File: config.mk
export PLATFORM = sky130hd
export DESIGN_NAME = sdram_subsys_top
export DESIGN_NICKNAME = d
export VERILOG_FILES = /design/src/logic/sdram_pkg.sv /design/src/logic/sdram_subsys_top.sv /design/src/logic/sdram_ctrl.sv /design/src/logic/wb_arbiter.sv
export SDC_FILE = /design/constraint.sdc
export NUM_CORES = 1
export LEC_CHECK = 0
export BUFFER_PORTS_ARGS = -buffer_cell sky130_fd_sc_hd__buf_2
export CORE_MARGIN = 2
export CORE_UTILIZATION = 40
export DETAILED_ROUTE_END_ITERATION = 12
export GPL_ROUTABILITY_DRIVEN = 0
export PLACE_DENSITY = 0.69
export SYNTH_ARGS = -nofsm -noshare
export SYNTH_HDL_FRONTEND = slang
export SYNTH_SLANG_ARGS = --single-unit
File: constraint.sdc
create_clock -name clk -period 3.5 [get_ports clk]
set_input_delay 0.875 -clock clk [delete_from_list [all_inputs] [get_ports clk]]
set_output_delay 0.875 -clock clk [all_outputs]
set_load 0.005 [all_outputs]
File: src/logic/sdram_pkg.sv
`default_nettype none

package sdram_pkg;

    // ------------------------------------------------------------------
    // Geometry of the 16-bit SDR SDRAM
    // ------------------------------------------------------------------
    localparam int ba_w    = 2;
    localparam int row_w   = 13;
    localparam int col_w   = 9;
    localparam int dqm_w   = 2;
    localparam int addr_w  = ba_w + row_w + col_w;
    localparam int data_w  = 16;

    // Width of the controller delay and refresh counters
    localparam int timer_w = 16;

    // Command bits are {cs_n, ras_n, cas_n, we_n}
    typedef enum logic [3:0] {
        cmd_inhibit   = 4'b1111,
        cmd_nop       = 4'b0111,
        cmd_active    = 4'b0011,
        cmd_read      = 4'b0101,
        cmd_write     = 4'b0100,
        cmd_precharge = 4'b0010,
        cmd_refresh   = 4'b0001,
        cmd_lmr       = 4'b0000
    } sdram_cmd_t;

    // ------------------------------------------------------------------
    // Mode register fields
    // ------------------------------------------------------------------
    localparam int         mode_cas_latency    = 2;
    localparam logic [2:0] mode_burst_len_code = 3'b000;
    // Sequential
    localparam logic       mode_burst_type     = 1'b0;
    // Single location write
    localparam logic       mode_wr_burst_mode  = 1'b1;

    // A[12:10] reserved, A[8:7] standard operation
    localparam logic [12:0] mode_reg_value = {3'b000, mode_wr_burst_mode, 2'b00,
                                              3'(mode_cas_latency), mode_burst_type,
                                              mode_burst_len_code};

endpackage

`default_nettype wire
File: src/logic/sdram_subsys_top.sv
`timescale 1ns/1ps
`default_nettype none

module sdram_subsys_top #(
    parameter int t_init = 10000,
    parameter int t_rp   = 3,
    parameter int t_rcd  = 3,
    parameter int t_rfc  = 9,
    parameter int t_mrd  = 2,
    parameter int t_refi = 780
) (
    input  logic                          clk,
    input  logic                          reset,

    input  logic                          m0_cyc,
    input  logic                          m0_stb,
    input  logic                          m0_we,
    input  logic [sdram_pkg::addr_w-1:0]  m0_adr,
    input  logic [sdram_pkg::data_w-1:0]  m0_dat_w,
    output logic [sdram_pkg::data_w-1:0]  m0_dat_r,
    output logic                          m0_ack,

    input  logic                          m1_cyc,
    input  logic                          m1_stb,
    input  logic                          m1_we,
    input  logic [sdram_pkg::addr_w-1:0]  m1_adr,
    input  logic [sdram_pkg::data_w-1:0]  m1_dat_w,
    output logic [sdram_pkg::data_w-1:0]  m1_dat_r,
    output logic                          m1_ack,

    output logic                          init_done,

    output logic                          sdram_cke,
    output logic                          sdram_cs_n,
    output logic                          sdram_ras_n,
    output logic                          sdram_cas_n,
    output logic                          sdram_we_n,
    output logic [sdram_pkg::ba_w-1:0]    sdram_ba,
    output logic [sdram_pkg::row_w-1:0]   sdram_a,
    output logic [sdram_pkg::dqm_w-1:0]   sdram_dqm,
    output logic [sdram_pkg::data_w-1:0]  sdram_dq_out,
    output logic                          sdram_dq_oe,
    input  logic [sdram_pkg::data_w-1:0]  sdram_dq_in
);

    import sdram_pkg::*;

    // ------------------------------------------------------------------
    // Link between arbiter and controller
    // ------------------------------------------------------------------
    logic              s_cyc;
    logic              s_stb;
    logic              s_we;
    logic [addr_w-1:0] s_adr;
    logic [data_w-1:0] s_dat_w;
    logic [data_w-1:0] s_dat_r;
    logic              s_ack;
    sdram_cmd_t        ctrl_cmd;

    // Command pins straight from the encoded command
    assign {sdram_cs_n, sdram_ras_n, sdram_cas_n, sdram_we_n} = ctrl_cmd;

    wb_arbiter u_arbiter (
        .clk      (clk),
        .reset    (reset),
        .m0_cyc   (m0_cyc),
        .m0_stb   (m0_stb),
        .m0_we    (m0_we),
        .m0_adr   (m0_adr),
        .m0_dat_w (m0_dat_w),
        .m0_dat_r (m0_dat_r),
        .m0_ack   (m0_ack),
        .m1_cyc   (m1_cyc),
        .m1_stb   (m1_stb),
        .m1_we    (m1_we),
        .m1_adr   (m1_adr),
        .m1_dat_w (m1_dat_w),
        .m1_dat_r (m1_dat_r),
        .m1_ack   (m1_ack),
        .s_cyc    (s_cyc),
        .s_stb    (s_stb),
        .s_we     (s_we),
        .s_adr    (s_adr),
        .s_dat_w  (s_dat_w),
        .s_dat_r  (s_dat_r),
        .s_ack    (s_ack)
    );

    sdram_ctrl #(
        .t_init (t_init),
        .t_rp   (t_rp),
        .t_rcd  (t_rcd),
        .t_rfc  (t_rfc),
        .t_mrd  (t_mrd),
        .t_refi (t_refi)
    ) u_ctrl (
        .clk       (clk),
        .reset     (reset),
        .s_cyc     (s_cyc),
        .s_stb     (s_stb),
        .s_we      (s_we),
        .s_adr     (s_adr),
        .s_dat_w   (s_dat_w),
        .s_dat_r   (s_dat_r),
        .s_ack     (s_ack),
        .init_done (init_done),
        .cmd       (ctrl_cmd),
        .cke       (sdram_cke),
        .ba        (sdram_ba),
        .a         (sdram_a),
        .dqm       (sdram_dqm),
        .dq_out    (sdram_dq_out),
        .dq_oe     (sdram_dq_oe),
        .dq_in     (sdram_dq_in)
    );

endmodule

`default_nettype wire

File: src/logic/sdram_ctrl.sv
`timescale 1ns/1ps
`default_nettype none

module sdram_ctrl #(
    parameter int t_init = 10000,
    parameter int t_rp   = 3,
    parameter int t_rcd  = 3,
    parameter int t_rfc  = 9,
    parameter int t_mrd  = 2,
    parameter int t_refi = 780
) (
    input  logic                          clk,
    input  logic                          reset,

    input  logic                          s_cyc,
    input  logic                          s_stb,
    input  logic                          s_we,
    input  logic [sdram_pkg::addr_w-1:0]  s_adr,
    input  logic [sdram_pkg::data_w-1:0]  s_dat_w,
    output logic [sdram_pkg::data_w-1:0]  s_dat_r,
    output logic                          s_ack,
    output logic                          init_done,

    output sdram_pkg::sdram_cmd_t         cmd,
    output logic                          cke,
    output logic [sdram_pkg::ba_w-1:0]    ba,
    output logic [sdram_pkg::row_w-1:0]   a,
    output logic [sdram_pkg::dqm_w-1:0]   dqm,
    output logic [sdram_pkg::data_w-1:0]  dq_out,
    output logic                          dq_oe,
    input  logic [sdram_pkg::data_w-1:0]  dq_in
);

    import sdram_pkg::*;

    typedef enum logic [3:0] {
        st_init_nop, st_init_pre, st_init_ref1, st_init_ref2, st_init_lmr,
        st_idle, st_refresh, st_activate, st_write, st_read, st_rd_wait
    } state_t;

    // Extra cycles after the read data so that t_rp is covered before ack
    localparam int rd_tail = (t_rp > mode_cas_latency) ? t_rp - mode_cas_latency - 1 : 0;

    state_t               state;
    state_t               nxt_state;
    sdram_cmd_t           nxt_cmd;
    logic [timer_w-1:0]   cnt;
    logic [timer_w-1:0]   nxt_dly;
    logic                 cnt_zero;
    logic [timer_w-1:0]   ref_cnt;
    logic                 ref_due;
    logic [data_w-1:0]    rd_data;
    logic [ba_w-1:0]      bank;
    logic [row_w-1:0]     row;
    logic [col_w-1:0]     col;

    assign {bank, row, col} = s_adr;
    assign cnt_zero = (cnt == '0);

    assign cke     = 1'b1;
    assign dqm     = '0;
    assign s_dat_r = rd_data;
    // Ack in the last wait cycle of an access
    assign s_ack   = ((state == st_write) || (state == st_rd_wait)) && cnt_zero;

    // ------------------------------------------------------------------
    // Next state, command and the delay of the state being entered
    // ------------------------------------------------------------------
    always_comb begin
        nxt_state = state;
        nxt_cmd   = cmd_nop;
        nxt_dly   = '0;
        case (state)
            st_init_nop: if (cnt_zero) begin
                nxt_state = st_init_pre;
                nxt_cmd   = cmd_precharge;
                nxt_dly   = timer_w'(t_rp - 1);
            end
            st_init_pre: if (cnt_zero) begin
                nxt_state = st_init_ref1;
                nxt_cmd   = cmd_refresh;
                nxt_dly   = timer_w'(t_rfc - 1);
            end
            st_init_ref1: if (cnt_zero) begin
                nxt_state = st_init_ref2;
                nxt_cmd   = cmd_refresh;
                nxt_dly   = timer_w'(t_rfc - 1);
            end
            st_init_ref2: if (cnt_zero) begin
                nxt_state = st_init_lmr;
                nxt_cmd   = cmd_lmr;
                nxt_dly   = timer_w'(t_mrd - 1);
            end
            st_idle: begin
                // Refresh goes ahead of a waiting request
                if (ref_due) begin
                    nxt_state = st_refresh;
                    nxt_cmd   = cmd_refresh;
                    nxt_dly   = timer_w'(t_rfc - 1);
                end else if (s_cyc && s_stb) begin
                    nxt_state = st_activate;
                    nxt_cmd   = cmd_active;
                    nxt_dly   = timer_w'(t_rcd - 1);
                end
            end
            st_activate: if (cnt_zero) begin
                if (s_we) begin
                    nxt_state = st_write;
                    nxt_cmd   = cmd_write;
                    nxt_dly   = timer_w'(t_rp);
                end else begin
                    nxt_state = st_read;
                    nxt_cmd   = cmd_read;
                    nxt_dly   = timer_w'(mode_cas_latency);
                end
            end
            st_read: if (cnt_zero) begin
                nxt_state = st_rd_wait;
                nxt_dly   = timer_w'(rd_tail);
            end
            st_init_lmr, st_refresh, st_write, st_rd_wait: begin
                if (cnt_zero) nxt_state = st_idle;
            end
            default: nxt_state = st_idle;
        endcase
    end

    // ------------------------------------------------------------------
    // State, delay counter, command and init flag
    // ------------------------------------------------------------------
    always_ff @(posedge clk or posedge reset) begin
        if (reset) begin
            state     <= st_init_nop;
            cnt       <= timer_w'(t_init);
            cmd       <= cmd_inhibit;
            dq_oe     <= 1'b0;
            init_done <= 1'b0;
        end else begin
            state <= nxt_state;
            cmd   <= nxt_cmd;
            dq_oe <= (nxt_cmd == cmd_write);
            if (nxt_state != state) begin
                cnt <= nxt_dly;
            end else if (!cnt_zero) begin
                cnt <= cnt - 1'b1;
            end
            if (state == st_init_lmr && cnt_zero) begin
                init_done <= 1'b1;
            end
        end
    end

    // Refresh interval, counts only once the device is set up
    always_ff @(posedge clk or posedge reset) begin
        if (reset) begin
            ref_cnt <= timer_w'(t_refi - 1);
            ref_due <= 1'b0;
        end else begin
            if (init_done && ref_cnt == '0) begin
                ref_due <= 1'b1;
            end else if (state == st_idle) begin
                ref_due <= 1'b0;
            end
            if (!init_done || ref_cnt == '0) begin
                ref_cnt <= timer_w'(t_refi - 1);
            end else begin
                ref_cnt <= ref_cnt - 1'b1;
            end
        end
    end

    // Address, write data and read capture
    always_ff @(posedge clk) begin
        case (nxt_cmd)
            cmd_precharge: begin
                a     <= '0;
                a[10] <= 1'b1;
            end
            cmd_lmr: begin
                ba <= '0;
                a  <= mode_reg_value;
            end
            cmd_active: begin
                ba <= bank;
                a  <= row;
            end
            cmd_read, cmd_write: begin
                // A10 high selects auto-precharge
                ba           <= bank;
                a            <= '0;
                a[10]        <= 1'b1;
                a[col_w-1:0] <= col;
            end
            default: ;
        endcase
        if (nxt_cmd == cmd_write) dq_out <= s_dat_w;
        // Data is on the bus CAS latency cycles after the read
        if (state == st_read && cnt_zero) rd_data <= dq_in;
    end

endmodule

`default_nettype wire

File: src/logic/wb_arbiter.sv
`timescale 1ns/1ps
`default_nettype none

module wb_arbiter (
    input  logic                          clk,
    input  logic                          reset,

    input  logic                          m0_cyc,
    input  logic                          m0_stb,
    input  logic                          m0_we,
    input  logic [sdram_pkg::addr_w-1:0]  m0_adr,
    input  logic [sdram_pkg::data_w-1:0]  m0_dat_w,
    output logic [sdram_pkg::data_w-1:0]  m0_dat_r,
    output logic                          m0_ack,

    input  logic                          m1_cyc,
    input  logic                          m1_stb,
    input  logic                          m1_we,
    input  logic [sdram_pkg::addr_w-1:0]  m1_adr,
    input  logic [sdram_pkg::data_w-1:0]  m1_dat_w,
    output logic [sdram_pkg::data_w-1:0]  m1_dat_r,
    output logic                          m1_ack,

    output logic                          s_cyc,
    output logic                          s_stb,
    output logic                          s_we,
    output logic [sdram_pkg::addr_w-1:0]  s_adr,
    output logic [sdram_pkg::data_w-1:0]  s_dat_w,
    input  logic [sdram_pkg::data_w-1:0]  s_dat_r,
    input  logic                          s_ack
);

    logic req0;
    logic req1;
    logic pick;
    logic sel;
    logic locked;
    logic gnt_q;
    logic last_q;

    assign req0 = m0_cyc & m0_stb;
    assign req1 = m1_cyc & m1_stb;

    // On a tie the master not served last wins
    assign pick = (req0 & req1) ? ~last_q : req1;

    // A fresh request is routed in the same cycle, a held grant wins after that
    assign sel = locked ? gnt_q : pick;

    assign s_cyc   = sel ? m1_cyc : m0_cyc;
    assign s_stb   = sel ? req1 : req0;
    assign s_we    = sel ? m1_we : m0_we;
    assign s_adr   = sel ? m1_adr : m0_adr;
    assign s_dat_w = sel ? m1_dat_w : m0_dat_w;

    assign m0_dat_r = s_dat_r;
    assign m1_dat_r = s_dat_r;
    assign m0_ack   = s_ack & ~sel;
    assign m1_ack   = s_ack & sel;

    // Grant is held from the first cycle of a request until its ack
    always_ff @(posedge clk or posedge reset) begin
        if (reset) begin
            locked <= 1'b0;
            gnt_q  <= 1'b0;
            last_q <= 1'b1;
        end else if (s_ack) begin
            locked <= 1'b0;
            last_q <= sel;
        end else if (!locked && (req0 || req1)) begin
            locked <= 1'b1;
            gnt_q  <= pick;
        end
    end

endmodule

`default_nettype wire

==> qor.txt <==
Fin area: 5770 um2
CP required: 2.62 ns
Via Count: 3609
Post-DP Area: 5480 um2
CP max FO: 9
Clock latency on the worst-skew pair: 0.35 ns
Clock slew at reported path FFs: 0.06 ns
Placement Setup Slack: 0.348 ns
Final number of setup-violating endpoints: 0
Vias/cell: 5.21
Post-synth ARST share: 49.5%
Slew Viols, Final: 0
Maxcap violations: 0
Synth warnings: 0
Worst vdd ir: 0.286 mV
Ys flop type: edfxtp_1
Initial antenna violation count: 0
CTS Buf Count: 9
Std cell rows: 38
Die width: 111 um
Dominant cells by area after synthesis: edfxtp_1, dfrtp_1, dfstp_2
Util after Layout: 52.6%
Antenna diodes: 0
Core Box Area: 11000 um2
Area delta synth->final: 27.0%
Final Cycle Share: 94.2%
Worst setup EP type: output port
Die Height: 111 um
DPL Wire Length: 8.24 mm
Vias in the first global route: 3581
Setup WS post-layout: 0.204 ns
Buffer depth of the longest clock path: 2
Largest net degree at the start of global routing: 36
Starting DRT DRC Count: 190
DR WL/cell: 15.6 um
Yosys top cell by area: edfxtp_1
Cell Area, Synth: 4550 um2
Final Net Count: 655
WP buf/inv: 1
Pleak: 2.49 nW
Sequential area share after synthesis: 56.8%
Syn Area/Cell: 11.8 um2
Final Hold Fails: 0
CP delay by family, top: simple AND/OR/NAND/NOR gates
Crit path max-delay cell type: or4_4
Number of register bits inferred by synthesis: 93
I/O pin cnt: 178
CTS sink count: 93
Final wirelength: 10.8 mm
Share of layout cells above drive strength 1: 44.5%
Crit path kind: register to output port
Setup crit start kind: register
DRT Pass-1 Iters: 4
DRC: 0
First-pass GRT wire length: 17.5 mm
CP cell instances: or4_4 -> nor4_4 -> nand2_4 -> nor4_2 -> buf_2
Max incr delay on CP: 0.59 ns
Fin crit period: 3.30 ns
Number of enable flip-flop cells after synthesis: 47
Initial core utilization: 41.4%
TritonCTS clock tree: built
Max-slew headroom: 33.9%
PortBufs: 174
Gr ovfl total: 0
Worst hold path type: register to register
Slew @ Worst Pin: 0.985 ns
Clk_skew: 0.00494 ns
GRT Util Overall: 17.9%
RSZ-0062 raised after global routing: false
Power density over the cells: 528 nW/um2
Routed Antenna Nets: 0
Yosys cell types: 55
Post-synth top cells: edfxtp_1, nor2_1, dfrtp_1, mux2i_1
Top cell type's share of synthesized area: 31.0%
Max Fclk: 303 MHz
Setup TNS: 0 ns
Status: completed
Cells after Synth: 384
H-tree depth: 3
Critical path data arrival time: 2.42 ns
Full die area: 12200 um2
Fillers: 969
Most numerous cell in the Yosys netlist: edfxtp_1
Clock tree root buffer cell: clkbuf_16
-- timing repair --
action | in CTS | in global routing
hold buffers | 0 | 0
setup buffers | 0 | 1
endpoints found under the setup margin | 1 | 1
gates resized for setup | 1 | 1
pin swaps | 0 | 1
-- logic make-up after synthesis --
family,Yosys count,synth area share (%)
other,2,0.165
xor gates and xnor gates,22,4.24
AOI/OAI and AO/OA,57,8.73
adders and majority gates,4,1.05
and+or+nand+nor,122,14.0
buffers and inverters,42,5.23
muxes,42,9.77
DFF,93,56.8
-- layout by cell type, fill, tap and decap left out, drive strengths merged, types with 7 or more instances in the layout --
| cell type | n |
|---|---|
| nand3 | 13 |
| nor2 | 42 |
| xnor2 | 15 |
| or3 | 10 |
| nand2 | 19 |
| o22ai | 10 |
| nor3 | 7 |
| mux2 | 19 |
| o21ai | 11 |
| inv | 10 |
| dfrtp | 31 |
| dfstp | 15 |
| xor2 | 7 |
| clkbuf | 9 |
| a21oi | 14 |
| mux2i | 23 |
| buf | 184 |
| edfxtp | 47 |
| nor4 | 8 |
-- through the flow --
stage	std cells	total power [W]	hold slack, ns
detailed placement	676	0.00215	0.446
floorplan	386	0.00196	0.429
finish	693	0.00305	0.464
global placement	676	0.00212	0.439
global route	693	0.00322	0.482
CTS	692	0.00307	0.465
-- path summary, 6_finish.rpt --
check,depth (start not counted),endpoint,start,slack (ns)
worst max-delay path,5,m0_ack,u_ctrl.cnt[12],0.20
worst max register to register,7,u_ctrl.a[0],u_ctrl.cnt[12],0.60
worst min register to register,1,u_ctrl.ref_cnt[0],u_ctrl.ref_cnt[0],0.46
min in group asynchronous,2,u_ctrl.ref_cnt[4],reset,0.63
max in group asynchronous,3,u_ctrl.cmd[1],reset,2.10
worst min-delay path,1,u_ctrl.ref_cnt[0],u_ctrl.ref_cnt[0],0.46
-- power breakdown --
part	total, W	leakage [nW]	switching (W)	internal (W)
Combinational	0.000709	1.39	0.000366	0.000343
Sequential	0.00143	0.968	0.000142	0.00129
Clock	0.000903	0.134	0.000421	0.000482
-- layer usage --
metal	routed length, um	vias up	global-route usage [%]
li1	-	1706	-
met3	802	23	5.21
met2	5370	163	30.4
met4	233	0	7.58
met1	4430	1717	21.2
met5	0	-	0
-- registers in the layout, indices dropped and copies added (netlist names), 2 cells and up --
name / cells
u_ctrl.ba: 2
u_ctrl.a: 13
u_ctrl.s_dat_r: 16
u_ctrl.cmd: 4
u_ctrl.dq_out: 16
u_ctrl.cnt: 16
u_ctrl.ref_cnt: 16
u_ctrl.state: 4
-- cell type report --
class	count	area [um2]	area share [%]
flip-flops and latches	93	2580	44.7
multi-input cells	251	1760	30.6
repair buffers	184	946	16.4
clock buffers	9	225	3.90
well taps	140	175	3.03
clock inverters	7	47.5	0.824
inverters	9	33.8	0.585
(Power assumes the default switching activity.)
